`config.mk`:
```
export PLATFORM = sky130hd
export DESIGN_NAME = rv_core
export DESIGN_NICKNAME = d
export VERILOG_FILES = /design/src/source/rv_pkg.sv /design/src/source/decoder.sv /design/src/source/alu.sv /design/src/source/reg_file.sv /design/src/source/bus_master.sv /design/src/source/core_seq.sv /design/src/source/rv_core.sv
export SDC_FILE = /design/constraint.sdc
export NUM_CORES = 2
export LEC_CHECK = 0
export BUFFER_PORTS_ARGS = -buffer_cell sky130_fd_sc_hd__buf_4
export CAP_MARGIN = 20
export CORE_MARGIN = 8
export CORE_UTILIZATION = 55
export DETAILED_ROUTE_END_ITERATION = 16
export PLACE_DENSITY = 0.71
export SLEW_MARGIN = 20
export SYNTH_ARGS = -nofsm -noshare
export SYNTH_HDL_FRONTEND = slang
export SYNTH_SLANG_ARGS = --single-unit
```
`constraint.sdc`:
```
create_clock -name clk -period 109.4 [get_ports clk]
set_input_delay 21.88 -clock clk [delete_from_list [all_inputs] [get_ports clk]]
set_output_delay 21.88 -clock clk [all_outputs]
set_load 0.05 [all_outputs]
```
`src/source/rv_pkg.sv`:
```
package rv_pkg;

    localparam int xlen       = 32;
    localparam int reg_addr_w = 5;

    typedef logic [xlen-1:0]       word_t;
    typedef logic [reg_addr_w-1:0] reg_idx_t;

    localparam word_t reset_pc = '0; // first fetch address

    // major opcodes of the supported subset
    typedef enum logic [6:0] {
        op_load   = 7'b0000011,
        op_imm    = 7'b0010011,
        op_store  = 7'b0100011,
        op_reg    = 7'b0110011,
        op_lui    = 7'b0110111,
        op_branch = 7'b1100011,
        op_jal    = 7'b1101111
    } opcode_t;

    // funct3 of register and immediate arithmetic
    typedef enum logic [2:0] {
        fn_add = 3'b000, // add, sub, addi
        fn_sll = 3'b001,
        fn_xor = 3'b100,
        fn_srl = 3'b101,
        fn_or  = 3'b110,
        fn_and = 3'b111
    } alu_fn_t;

    // funct3 of conditional branches
    typedef enum logic [2:0] {
        br_beq = 3'b000,
        br_bne = 3'b001,
        br_blt = 3'b100,
        br_bge = 3'b101
    } branch_fn_t;

    typedef struct packed {
        opcode_t    opcode;
        logic [2:0] funct3;
        logic       sub_sel;   // R-type subtract
        reg_idx_t   rs1;
        reg_idx_t   rs2;
        reg_idx_t   rd;
        word_t      imm;       // already sign extended
        logic       use_imm;
        logic       reg_we;
        logic       mem_read;
        logic       mem_write;
        logic       is_branch;
        logic       is_jal;
        logic       valid;     // low for unsupported encodings
    } decoded_t;

    // memory bus request, held stable while the bus is full
    typedef struct packed {
        logic  valid;
        logic  write;
        word_t addr;
        word_t wdata;
    } bus_req_t;

    typedef enum logic [1:0] {
        seq_fetch,
        seq_execute,
        seq_mem,
        seq_writeback
    } seq_state_t;

    typedef enum logic {
        bus_idle,
        bus_access
    } bus_state_t;

endpackage

```
`src/source/decoder.sv`:
```
`timescale 1ns/10ps

module decoder (
    input  rv_pkg::word_t    instr_i,
    output rv_pkg::decoded_t dec_o
);
    import rv_pkg::*;

    opcode_t    opc;
    logic [2:0] funct3;
    logic       fn_ok;  // funct3 is one of the supported ALU ops
    word_t      imm_i;
    word_t      imm_s;
    word_t      imm_b;
    word_t      imm_j;
    word_t      imm_u;

    always_comb begin
        opc    = opcode_t'(instr_i[6:0]);
        funct3 = instr_i[14:12];
        fn_ok  = (funct3[2:1] != 2'b01); // slt and sltu left out
        imm_i  = {{20{instr_i[31]}}, instr_i[31:20]};
        imm_s  = {{20{instr_i[31]}}, instr_i[31:25], instr_i[11:7]};
        imm_b  = {{19{instr_i[31]}}, instr_i[31], instr_i[7], instr_i[30:25],
                  instr_i[11:8], 1'b0};
        imm_j  = {{11{instr_i[31]}}, instr_i[31], instr_i[19:12], instr_i[20],
                  instr_i[30:21], 1'b0};
        imm_u  = {instr_i[31:12], 12'b0};
    end

    always_comb begin
        dec_o        = '0; // unknown opcode leaves every enable low
        dec_o.opcode = opc;
        dec_o.funct3 = funct3;
        dec_o.rs1    = instr_i[19:15];
        dec_o.rs2    = instr_i[24:20];
        dec_o.rd     = instr_i[11:7];
        case (opc)
            op_reg: begin
                dec_o.sub_sel = instr_i[30] && (funct3 == fn_add);
                dec_o.reg_we  = fn_ok;
                dec_o.valid   = fn_ok;
            end
            op_imm: begin
                dec_o.imm     = imm_i; // shifts only look at imm[4:0]
                dec_o.use_imm = 1'b1;
                dec_o.reg_we  = fn_ok;
                dec_o.valid   = fn_ok;
            end
            op_load: begin
                dec_o.imm      = imm_i;
                dec_o.use_imm  = 1'b1;
                dec_o.mem_read = (funct3 == 3'b010); // lw only
                dec_o.reg_we   = (funct3 == 3'b010);
                dec_o.valid    = (funct3 == 3'b010);
            end
            op_store: begin
                dec_o.imm       = imm_s;
                dec_o.mem_write = (funct3 == 3'b010); // sw only
                dec_o.valid     = (funct3 == 3'b010);
            end
            op_branch: begin
                dec_o.imm       = imm_b;
                dec_o.is_branch = ~funct3[1]; // no unsigned compares
                dec_o.valid     = ~funct3[1];
            end
            op_jal: begin
                dec_o.imm    = imm_j;
                dec_o.is_jal = 1'b1;
                dec_o.reg_we = 1'b1; // link register gets pc+4
                dec_o.valid  = 1'b1;
            end
            op_lui: begin
                dec_o.imm     = imm_u;
                dec_o.use_imm = 1'b1;
                dec_o.reg_we  = 1'b1;
                dec_o.valid   = 1'b1;
            end
            default: dec_o.valid = 1'b0;
        endcase
    end

endmodule

```
`src/source/alu.sv`:
```
`timescale 1ns/10ps

module alu (
    input  rv_pkg::decoded_t dec_i,
    input  rv_pkg::word_t    rs1_val_i,
    input  rv_pkg::word_t    rs2_val_i,
    output rv_pkg::word_t    result_o,
    output rv_pkg::word_t    mem_addr_o,
    output logic             take_branch_o
);
    import rv_pkg::*;

    word_t op_b; // second operand

    always_comb begin
        op_b     = dec_i.use_imm ? dec_i.imm : rs2_val_i;
        result_o = '0;
        if (dec_i.opcode == op_lui) begin
            result_o = dec_i.imm; // upper bits already placed by decoder
        end else begin
            case (alu_fn_t'(dec_i.funct3))
                fn_add: begin
                    if (dec_i.sub_sel) begin
                        result_o = rs1_val_i - op_b;
                    end else begin
                        result_o = rs1_val_i + op_b;
                    end
                end
                fn_sll:  result_o = rs1_val_i << op_b[4:0];
                fn_xor:  result_o = rs1_val_i ^ op_b;
                fn_srl:  result_o = rs1_val_i >> op_b[4:0]; // logical
                fn_or:   result_o = rs1_val_i | op_b;
                fn_and:  result_o = rs1_val_i & op_b;
                default: result_o = '0;
            endcase
        end
    end

    // lw and sw effective address
    assign mem_addr_o = rs1_val_i + dec_i.imm;

    always_comb begin
        take_branch_o = 1'b0;
        if (dec_i.is_branch) begin
            case (branch_fn_t'(dec_i.funct3))
                br_beq:  take_branch_o = (rs1_val_i == rs2_val_i);
                br_bne:  take_branch_o = (rs1_val_i != rs2_val_i);
                br_blt:  take_branch_o = ($signed(rs1_val_i) < $signed(rs2_val_i));
                br_bge:  take_branch_o = ($signed(rs1_val_i) >= $signed(rs2_val_i));
                default: take_branch_o = 1'b0;
            endcase
        end
    end

endmodule

```
`src/source/reg_file.sv`:
```
`timescale 1ns/10ps

module reg_file (
    input  logic             clk,
    input  logic             rst,
    input  rv_pkg::reg_idx_t rs1_i,
    input  rv_pkg::reg_idx_t rs2_i,
    input  logic             we_i,
    input  rv_pkg::reg_idx_t waddr_i,
    input  rv_pkg::word_t    wdata_i,
    output rv_pkg::word_t    rs1_val_o,
    output rv_pkg::word_t    rs2_val_o
);
    import rv_pkg::*;

    word_t regs [32];

    always_ff @(posedge clk, posedge rst) begin
        if (rst) begin
            for (int i = 0; i < 32; i++) begin
                regs[i] <= '0;
            end
        end else if (we_i && (waddr_i != '0)) begin // x0 never written
            regs[waddr_i] <= wdata_i;
        end
    end

    // combinational read ports
    assign rs1_val_o = regs[rs1_i];
    assign rs2_val_o = regs[rs2_i];

endmodule

```
`src/source/bus_master.sv`:
```
`timescale 1ns/10ps

module bus_master (
    input  logic             clk,
    input  logic             rst,
    input  logic             start_i,
    input  logic             write_i,
    input  rv_pkg::word_t    addr_i,
    input  rv_pkg::word_t    wdata_i,
    output rv_pkg::bus_req_t bus_req_o,
    input  logic             bus_full_i,
    input  rv_pkg::word_t    rdata_i,
    output logic             done_o,
    output rv_pkg::word_t    rdata_o
);
    import rv_pkg::*;

    bus_state_t state;
    logic       req_write;
    word_t      req_addr;
    word_t      req_wdata;
    logic       accept;    // transfer completes at this edge

    assign accept = (state == bus_access) && !bus_full_i;

    always_ff @(posedge clk, posedge rst) begin
        if (rst) begin
            state  <= bus_idle;
            done_o <= 1'b0;
        end else begin
            done_o <= accept; // one cycle after the completing edge
            case (state)
                bus_idle: begin
                    if (start_i) begin
                        state <= bus_access;
                    end
                end
                bus_access: begin
                    if (!bus_full_i) begin
                        state <= bus_idle;
                    end
                end
                default: state <= bus_idle;
            endcase
        end
    end

    // request fields only change on a new start, so they stay put through stalls
    always_ff @(posedge clk) begin
        if (start_i && (state == bus_idle)) begin
            req_write <= write_i;
            req_addr  <= addr_i;
            req_wdata <= wdata_i;
        end
    end

    always_ff @(posedge clk) begin
        if (accept) begin
            rdata_o <= rdata_i; // held until the next completion
        end
    end

    always_comb begin
        bus_req_o.valid = (state == bus_access);
        bus_req_o.write = req_write;
        bus_req_o.addr  = req_addr;
        bus_req_o.wdata = req_wdata;
    end

endmodule

```
`src/source/core_seq.sv`:
```
`timescale 1ns/10ps

module core_seq (
    input  logic             clk,
    input  logic             rst,
    input  rv_pkg::decoded_t dec_i,
    input  rv_pkg::word_t    alu_result_i,
    input  rv_pkg::word_t    mem_addr_i,
    input  logic             take_branch_i,
    input  rv_pkg::word_t    rs2_val_i,
    input  logic             bus_done_i,
    input  rv_pkg::word_t    bus_rdata_i,
    output rv_pkg::word_t    instr_o,
    output rv_pkg::word_t    pc_o,
    output logic             bus_start_o,
    output logic             bus_write_o,
    output rv_pkg::word_t    bus_addr_o,
    output rv_pkg::word_t    bus_wdata_o,
    output logic             rf_we_o,
    output rv_pkg::reg_idx_t rf_waddr_o,
    output rv_pkg::word_t    rf_wdata_o
);
    import rv_pkg::*;

    seq_state_t state;
    word_t      pc_q;
    word_t      ir_q;
    word_t      pc_plus4;
    logic       pending;   // bus transfer started, done not yet seen
    logic       bus_phase; // states that own a bus transfer

    assign pc_plus4  = pc_q + 32'd4;
    assign bus_phase = (state == seq_fetch) || (state == seq_mem);
    assign instr_o   = ir_q;
    assign pc_o      = pc_q;

    always_comb begin
        bus_start_o = bus_phase && !pending; // one pulse per transfer
        bus_write_o = (state == seq_mem) && dec_i.mem_write;
        bus_addr_o  = (state == seq_mem) ? mem_addr_i : pc_q;
        bus_wdata_o = rs2_val_i;
        rf_we_o     = (state == seq_writeback) && dec_i.reg_we;
        rf_waddr_o  = dec_i.rd;
        if (dec_i.mem_read) begin
            rf_wdata_o = bus_rdata_i; // still held from the lw transfer
        end else if (dec_i.is_jal) begin
            rf_wdata_o = pc_plus4;
        end else begin
            rf_wdata_o = alu_result_i;
        end
    end

    always_ff @(posedge clk, posedge rst) begin
        if (rst) begin
            state   <= seq_fetch;
            pc_q    <= reset_pc;
            pending <= 1'b0;
        end else begin
            if (bus_start_o) begin
                pending <= 1'b1;
            end else if (bus_done_i) begin
                pending <= 1'b0;
            end
            case (state)
                seq_fetch: begin
                    if (bus_done_i) begin
                        state <= seq_execute;
                    end
                end
                seq_execute: begin
                    if (dec_i.mem_read || dec_i.mem_write) begin
                        state <= seq_mem;
                    end else begin
                        state <= seq_writeback; // also the no-op path
                    end
                end
                seq_mem: begin
                    if (bus_done_i) begin
                        state <= seq_writeback;
                    end
                end
                seq_writeback: begin
                    state <= seq_fetch;
                    if (take_branch_i || dec_i.is_jal) begin
                        pc_q <= pc_q + dec_i.imm; // relative to this instruction
                    end else begin
                        pc_q <= pc_plus4;
                    end
                end
                default: state <= seq_fetch;
            endcase
        end
    end

    always_ff @(posedge clk) begin
        if ((state == seq_fetch) && bus_done_i) begin
            ir_q <= bus_rdata_i;
        end
    end

endmodule

```
`src/source/rv_core.sv`:
```
`timescale 1ns/10ps

module rv_core (
    input  logic             clk,
    input  logic             rst,
    output rv_pkg::bus_req_t bus_req_o,
    input  logic             bus_full_i,
    input  rv_pkg::word_t    rdata_i
);
    import rv_pkg::*;

    decoded_t dec;
    word_t    instr;
    word_t    alu_result;
    word_t    mem_addr;
    logic     take_branch;
    word_t    rs1_val;
    word_t    rs2_val;
    logic     bus_start;
    logic     bus_write;
    word_t    bus_addr;
    word_t    bus_wdata;
    logic     bus_done;
    word_t    bus_rdata;
    logic     rf_we;
    reg_idx_t rf_waddr;
    word_t    rf_wdata;

    core_seq i_seq (
        .clk           (clk),
        .rst           (rst),
        .dec_i         (dec),
        .alu_result_i  (alu_result),
        .mem_addr_i    (mem_addr),
        .take_branch_i (take_branch),
        .rs2_val_i     (rs2_val),
        .bus_done_i    (bus_done),
        .bus_rdata_i   (bus_rdata),
        .instr_o       (instr),
        .pc_o          (),          // pc is only seen through fetch addresses
        .bus_start_o   (bus_start),
        .bus_write_o   (bus_write),
        .bus_addr_o    (bus_addr),
        .bus_wdata_o   (bus_wdata),
        .rf_we_o       (rf_we),
        .rf_waddr_o    (rf_waddr),
        .rf_wdata_o    (rf_wdata)
    );

    decoder i_dec (
        .instr_i (instr),
        .dec_o   (dec)
    );

    alu i_alu (
        .dec_i         (dec),
        .rs1_val_i     (rs1_val),
        .rs2_val_i     (rs2_val),
        .result_o      (alu_result),
        .mem_addr_o    (mem_addr),
        .take_branch_o (take_branch)
    );

    reg_file i_rf (
        .clk       (clk),
        .rst       (rst),
        .rs1_i     (dec.rs1),
        .rs2_i     (dec.rs2),
        .we_i      (rf_we),
        .waddr_i   (rf_waddr),
        .wdata_i   (rf_wdata),
        .rs1_val_o (rs1_val),
        .rs2_val_o (rs2_val)
    );

    bus_master i_bus (
        .clk        (clk),
        .rst        (rst),
        .start_i    (bus_start),
        .write_i    (bus_write),
        .addr_i     (bus_addr),
        .wdata_i    (bus_wdata),
        .bus_req_o  (bus_req_o),
        .bus_full_i (bus_full_i),
        .rdata_i    (rdata_i),
        .done_o     (bus_done),
        .rdata_o    (bus_rdata)
    );

endmodule

```
==> run summary <==
Run status = finished, final reports clean
Setup Crit Path Kind = input port to async pin
Number of filler instances in the final layout = 10800
Avg Synthesized Cell Area = 10.2 um^2
Post-route clock skew = 0.0377 ns
Peak Freq = 41.3 MHz
Post-layout total power = 1.12 mW
Largest net degree at the start of global routing = 181
Number of flops mapped to enable cells by yosys = 129
Slew @ Worst Pin = 1.21 ns
# DRC = 0
Buffers inserted by post-CTS timing repair = 0
Clock tree from TritonCTS = yes
Slew headroom = 19.2%
Total number of vias = 62400
Max capacitance violation total = 0
Fin nets = 7226
Final slew viol count = 0
Boundary pin count = 101
Number of levels in the clock H-tree = 4
Count of final hold-check violations = 0
Setup Viol. Count Final = 0
Fin crit share = 22.1%
Number of clock buffers inserted by TritonCTS = 133
WL final = 292 mm
Initial core utilization = 55.5%
Master cell of the clock root buffer = sky130_fd_sc_hd__clkbuf_16
Vertical die dimension = 381 um
Quantity of gates resized following cts = 0
Number of warnings printed during yosys synthesis = 0
Leftover overflow at the end of global routing = 0
Number of cell instances on the worst register-to-register path = 27
Area overhead of the layout relative to synthesis = 9.97%
Nature of the critical path endpoint = async pin
Crit path max fanout = 120
Cts hold-fix bufs = 0
Routed WL per cell = 33.0 um
Share of cells above drive strength 1 = 19.3%
Sink count of the clock tree = 1190
Fin crit period = 24.19 ns
Worst Setup Start Kind = input port
Worst endpoint data arrival time = 25.04 ns
Post-route ant nets = 0
Combined global-route utilization of all metal layers = 39.1%
Antenna violations before repair = 11
Number of storage elements in the synthesis netlist = 1190
Unrepaired setup endpoints after global routing = no
Die area = 145000 um^2
Global placer's final weighted congestion = 1.03
Detailed-placement wirelength estimate = 199 mm
Via density per instance = 7.04
Number of library cell types mapped by synthesis = 94
IR drop worst, VDD = 0.0192 mV
Number of I/O port buffers = 100
Wire length of the first global-routing pass = 422 mm
Clock slew at the register clock pins of the worst setup and hold paths = 0.06 ns
Leak pwr = 35.6 nW
Die W = 381 um
Core footprint = 132000 um^2
Most common flop cell mapped by yosys = sky130_fd_sc_hd__dfrtp_1
End of the critical path = i_bus.state$_DFF_PP0_
Worst endpoint required time = 110.25 ns
Classification of the worst-slack hold path = register to register
Vias in the first global route = 59700
Portion of the post-synthesis area used by sequential elements = 41.6%
Synthesized area = 73100 um^2
Worst-case register-to-register setup slack = 98.41 ns
FF-to-FF Start = i_seq.instr_o[21]$_DFFE_PP_
Num rows = 133
Endpoint of the most critical register-to-register path = i_rf.regs[89]$_DFFE_PP0P_
Worst setup path startpoint = rst
Worst-Skew Late Latency = 0.81 ns
Pwr per Cell Area = 13.9 nW/um^2
First-pass iteration count of the detailed router = 10
Gate count of the mapped netlist = 7180
Synth async-reset ratio = 89.2%
Post-synth net total = 7414
Worst-case hold slack = 0.400 ns
Aggregate negative setup slack = 0 ns
1st-iter DRT viols = 8552
Maximum buffer depth of the clock tree = 3
## metal layers
layer / part of all wire, % / track usage (%)
met2: 42 / 56.2
met1: 37 / 51.1
met5: 0.020 / 0
met3: 13 / 13.1
met4: 7.6 / 24.0
## how the worst min path moves through the flow
stage | cells past startpoint | end | from
after global placement | 0 | i_rf.regs[994]$_DFFE_PP0P_ | i_rf.regs[994]$_DFFE_PP0P_
after floorplan | 0 | i_seq.instr_o[6]$_DFFE_PP_ | i_bus.rdata_o[6]$_DFFE_PP_
after CTS | 0 | i_rf.regs[1022]$_DFFE_PP0P_ | i_rf.regs[1022]$_DFFE_PP0P_
after detailed placement | 0 | i_rf.regs[1022]$_DFFE_PP0P_ | i_rf.regs[1022]$_DFFE_PP0P_
after global routing | 0 | i_rf.regs[1012]$_DFFE_PP0P_ | i_rf.regs[1012]$_DFFE_PP0P_
final | 0 | i_rf.regs[1022]$_DFFE_PP0P_ | i_rf.regs[1022]$_DFFE_PP0P_
## area by class of cell
cell class,instances,area (um^2),area share (%)
clock buffers,186,3870,4.81
diodes,5,12.5,0.0156
flip-flops and latches,1190,30400,37.9
inverters,164,626,0.778
well taps,1755,2200,2.73
clock inverters,55,812,1.01
multi-input cells,5180,39900,49.6
repair buffers,323,2580,3.21
## through the flow
step                      setup slack [ns]  utilization [%]  instances  instance area [um^2]
final                                85.21             61.1       8858                 80400
after global placement               84.37             57.4       8606                 75500
after floorplan                      57.65                -       7180                 73100
after CTS                            85.13             60.9       8848                 80200
after detailed placement             84.30             57.4       8607                 75500
after global routing                 84.73             61.1       8853                 80400
## power by group
part | switching (mW) | leakage [nW] | internal, mW
clock | 0.196 | 2.29 | 0.283
sequential | 0.0127 | 15.9 | 0.461
combinational | 0.115 | 17.4 | 0.0494
total | 0.324 | 35.6 | 0.793
## cell usage after synthesis, types with 10 or more instances
master                        n  area share (%)
sky130_fd_sc_hd__nand2_1    951             4.9
sky130_fd_sc_hd__and2_1      30            0.26
sky130_fd_sc_hd__a211oi_1    48            0.49
sky130_fd_sc_hd__a21o_1      53            0.54
sky130_fd_sc_hd__nor3_1      50            0.34
sky130_fd_sc_hd__o22ai_1     55            0.47
sky130_fd_sc_hd__buf_1       43            0.22
sky130_fd_sc_hd__o21ai_0    806             5.5
sky130_fd_sc_hd__or3_1       11           0.094
sky130_fd_sc_hd__a221oi_1    33            0.40
sky130_fd_sc_hd__and3_1      36            0.31
sky130_fd_sc_hd__edfxtp_1   129             5.3
sky130_fd_sc_hd__and3b_1     10            0.12
sky130_fd_sc_hd__buf_2       94            0.64
sky130_fd_sc_hd__a22oi_1    271             2.8
sky130_fd_sc_hd__or2_2       18            0.15
sky130_fd_sc_hd__a21oi_1    288             2.0
sky130_fd_sc_hd__o21bai_1    20            0.21
sky130_fd_sc_hd__nand2b_1    27            0.23
sky130_fd_sc_hd__a22o_1      27            0.32
sky130_fd_sc_hd__dfrtp_1   1061              36
sky130_fd_sc_hd__and4_1      16            0.19
sky130_fd_sc_hd__buf_6       24            0.37
sky130_fd_sc_hd__nand4_1     50            0.43
sky130_fd_sc_hd__a21oi_2     34            0.41
sky130_fd_sc_hd__inv_1      154            0.79
sky130_fd_sc_hd__o31ai_1     54            0.55
sky130_fd_sc_hd__xor2_1      41            0.49
sky130_fd_sc_hd__nor2_1     294             1.5
sky130_fd_sc_hd__o21a_1      22            0.23
sky130_fd_sc_hd__mux2_2     348             5.4
sky130_fd_sc_hd__mux2i_1    569             7.8
sky130_fd_sc_hd__nor2b_1     19            0.16
sky130_fd_sc_hd__xnor2_1     99             1.2
sky130_fd_sc_hd__o211ai_1    37            0.38
sky130_fd_sc_hd__a31oi_1     35            0.30
sky130_fd_sc_hd__clkbuf_1   456             2.3
sky130_fd_sc_hd__ha_1       196             3.4
sky130_fd_sc_hd__buf_4       26            0.27
sky130_fd_sc_hd__nand3_1    155             1.1
sky130_fd_sc_hd__nor4_1      22            0.19
sky130_fd_sc_hd__o221ai_1    11            0.13
sky130_fd_sc_hd__mux4_2     285             8.8
## placed cells by master, fill, tap and decap left out, types with 32 or more instances in the layout
master                      synthesis  final
sky130_fd_sc_hd__a211oi_1          48     46
sky130_fd_sc_hd__a21o_1            53     53
sky130_fd_sc_hd__a21oi_1          288    286
sky130_fd_sc_hd__a21oi_2           34     33
sky130_fd_sc_hd__a221oi_1          33     32
sky130_fd_sc_hd__a22oi_1          271    270
sky130_fd_sc_hd__a31oi_1           35     32
sky130_fd_sc_hd__and3_1            36     35
sky130_fd_sc_hd__buf_4             26    309
sky130_fd_sc_hd__clkbuf_16          0    135
sky130_fd_sc_hd__dfrtp_1         1061   1061
sky130_fd_sc_hd__edfxtp_1         129    129
sky130_fd_sc_hd__ha_1             196    194
sky130_fd_sc_hd__inv_1            154    153
sky130_fd_sc_hd__mux2_2           348    348
sky130_fd_sc_hd__mux2i_1          569    569
sky130_fd_sc_hd__mux4_2           285    285
sky130_fd_sc_hd__nand2_1          951    920
sky130_fd_sc_hd__nand3_1          155    155
sky130_fd_sc_hd__nand4_1           50     50
sky130_fd_sc_hd__nor2_1           294    268
sky130_fd_sc_hd__nor3_1            50     43
sky130_fd_sc_hd__o211ai_1          37     37
sky130_fd_sc_hd__o21ai_0          806    804
sky130_fd_sc_hd__o22ai_1           55     55
sky130_fd_sc_hd__o31ai_1           54     48
sky130_fd_sc_hd__xnor2_1           99     99
sky130_fd_sc_hd__xor2_1            41     41
## state kept, by name, summed over array words and instances (netlist names), 2 cells and up
register and flops:
i_rf.regs 1024, i_bus.rdata_o 32, i_bus.req_wdata 32, i_seq.state 2, i_seq.instr_o 32, i_bus.req_addr 32
i_seq.pc_o 32
## logic make-up (layout without fill, tap and decap cells)
logic type,Yosys count,in the layout,share of synthesized area [%]
AND/OR/NAND/NOR,1728,1728,10.4
AO/OA/AOI/OAI,1911,1911,16.2
other,0,5,0
adder cells (fa/ha/maj),199,199,3.44
buffers and inverters,810,728,4.75
XOR/XNOR,140,140,1.68
multiplexers,1202,1202,21.9
flip-flops,1190,1190,41.6
## critical path, stage by stage
cell	delay (ns)
sky130_fd_sc_hd__buf_4	0.13
sky130_fd_sc_hd__inv_8	0.53
sky130_fd_sc_hd__buf_4	0.74
sky130_fd_sc_hd__buf_4	0.81
sky130_fd_sc_hd__buf_4	0.69
(Power assumes the default switching activity.)
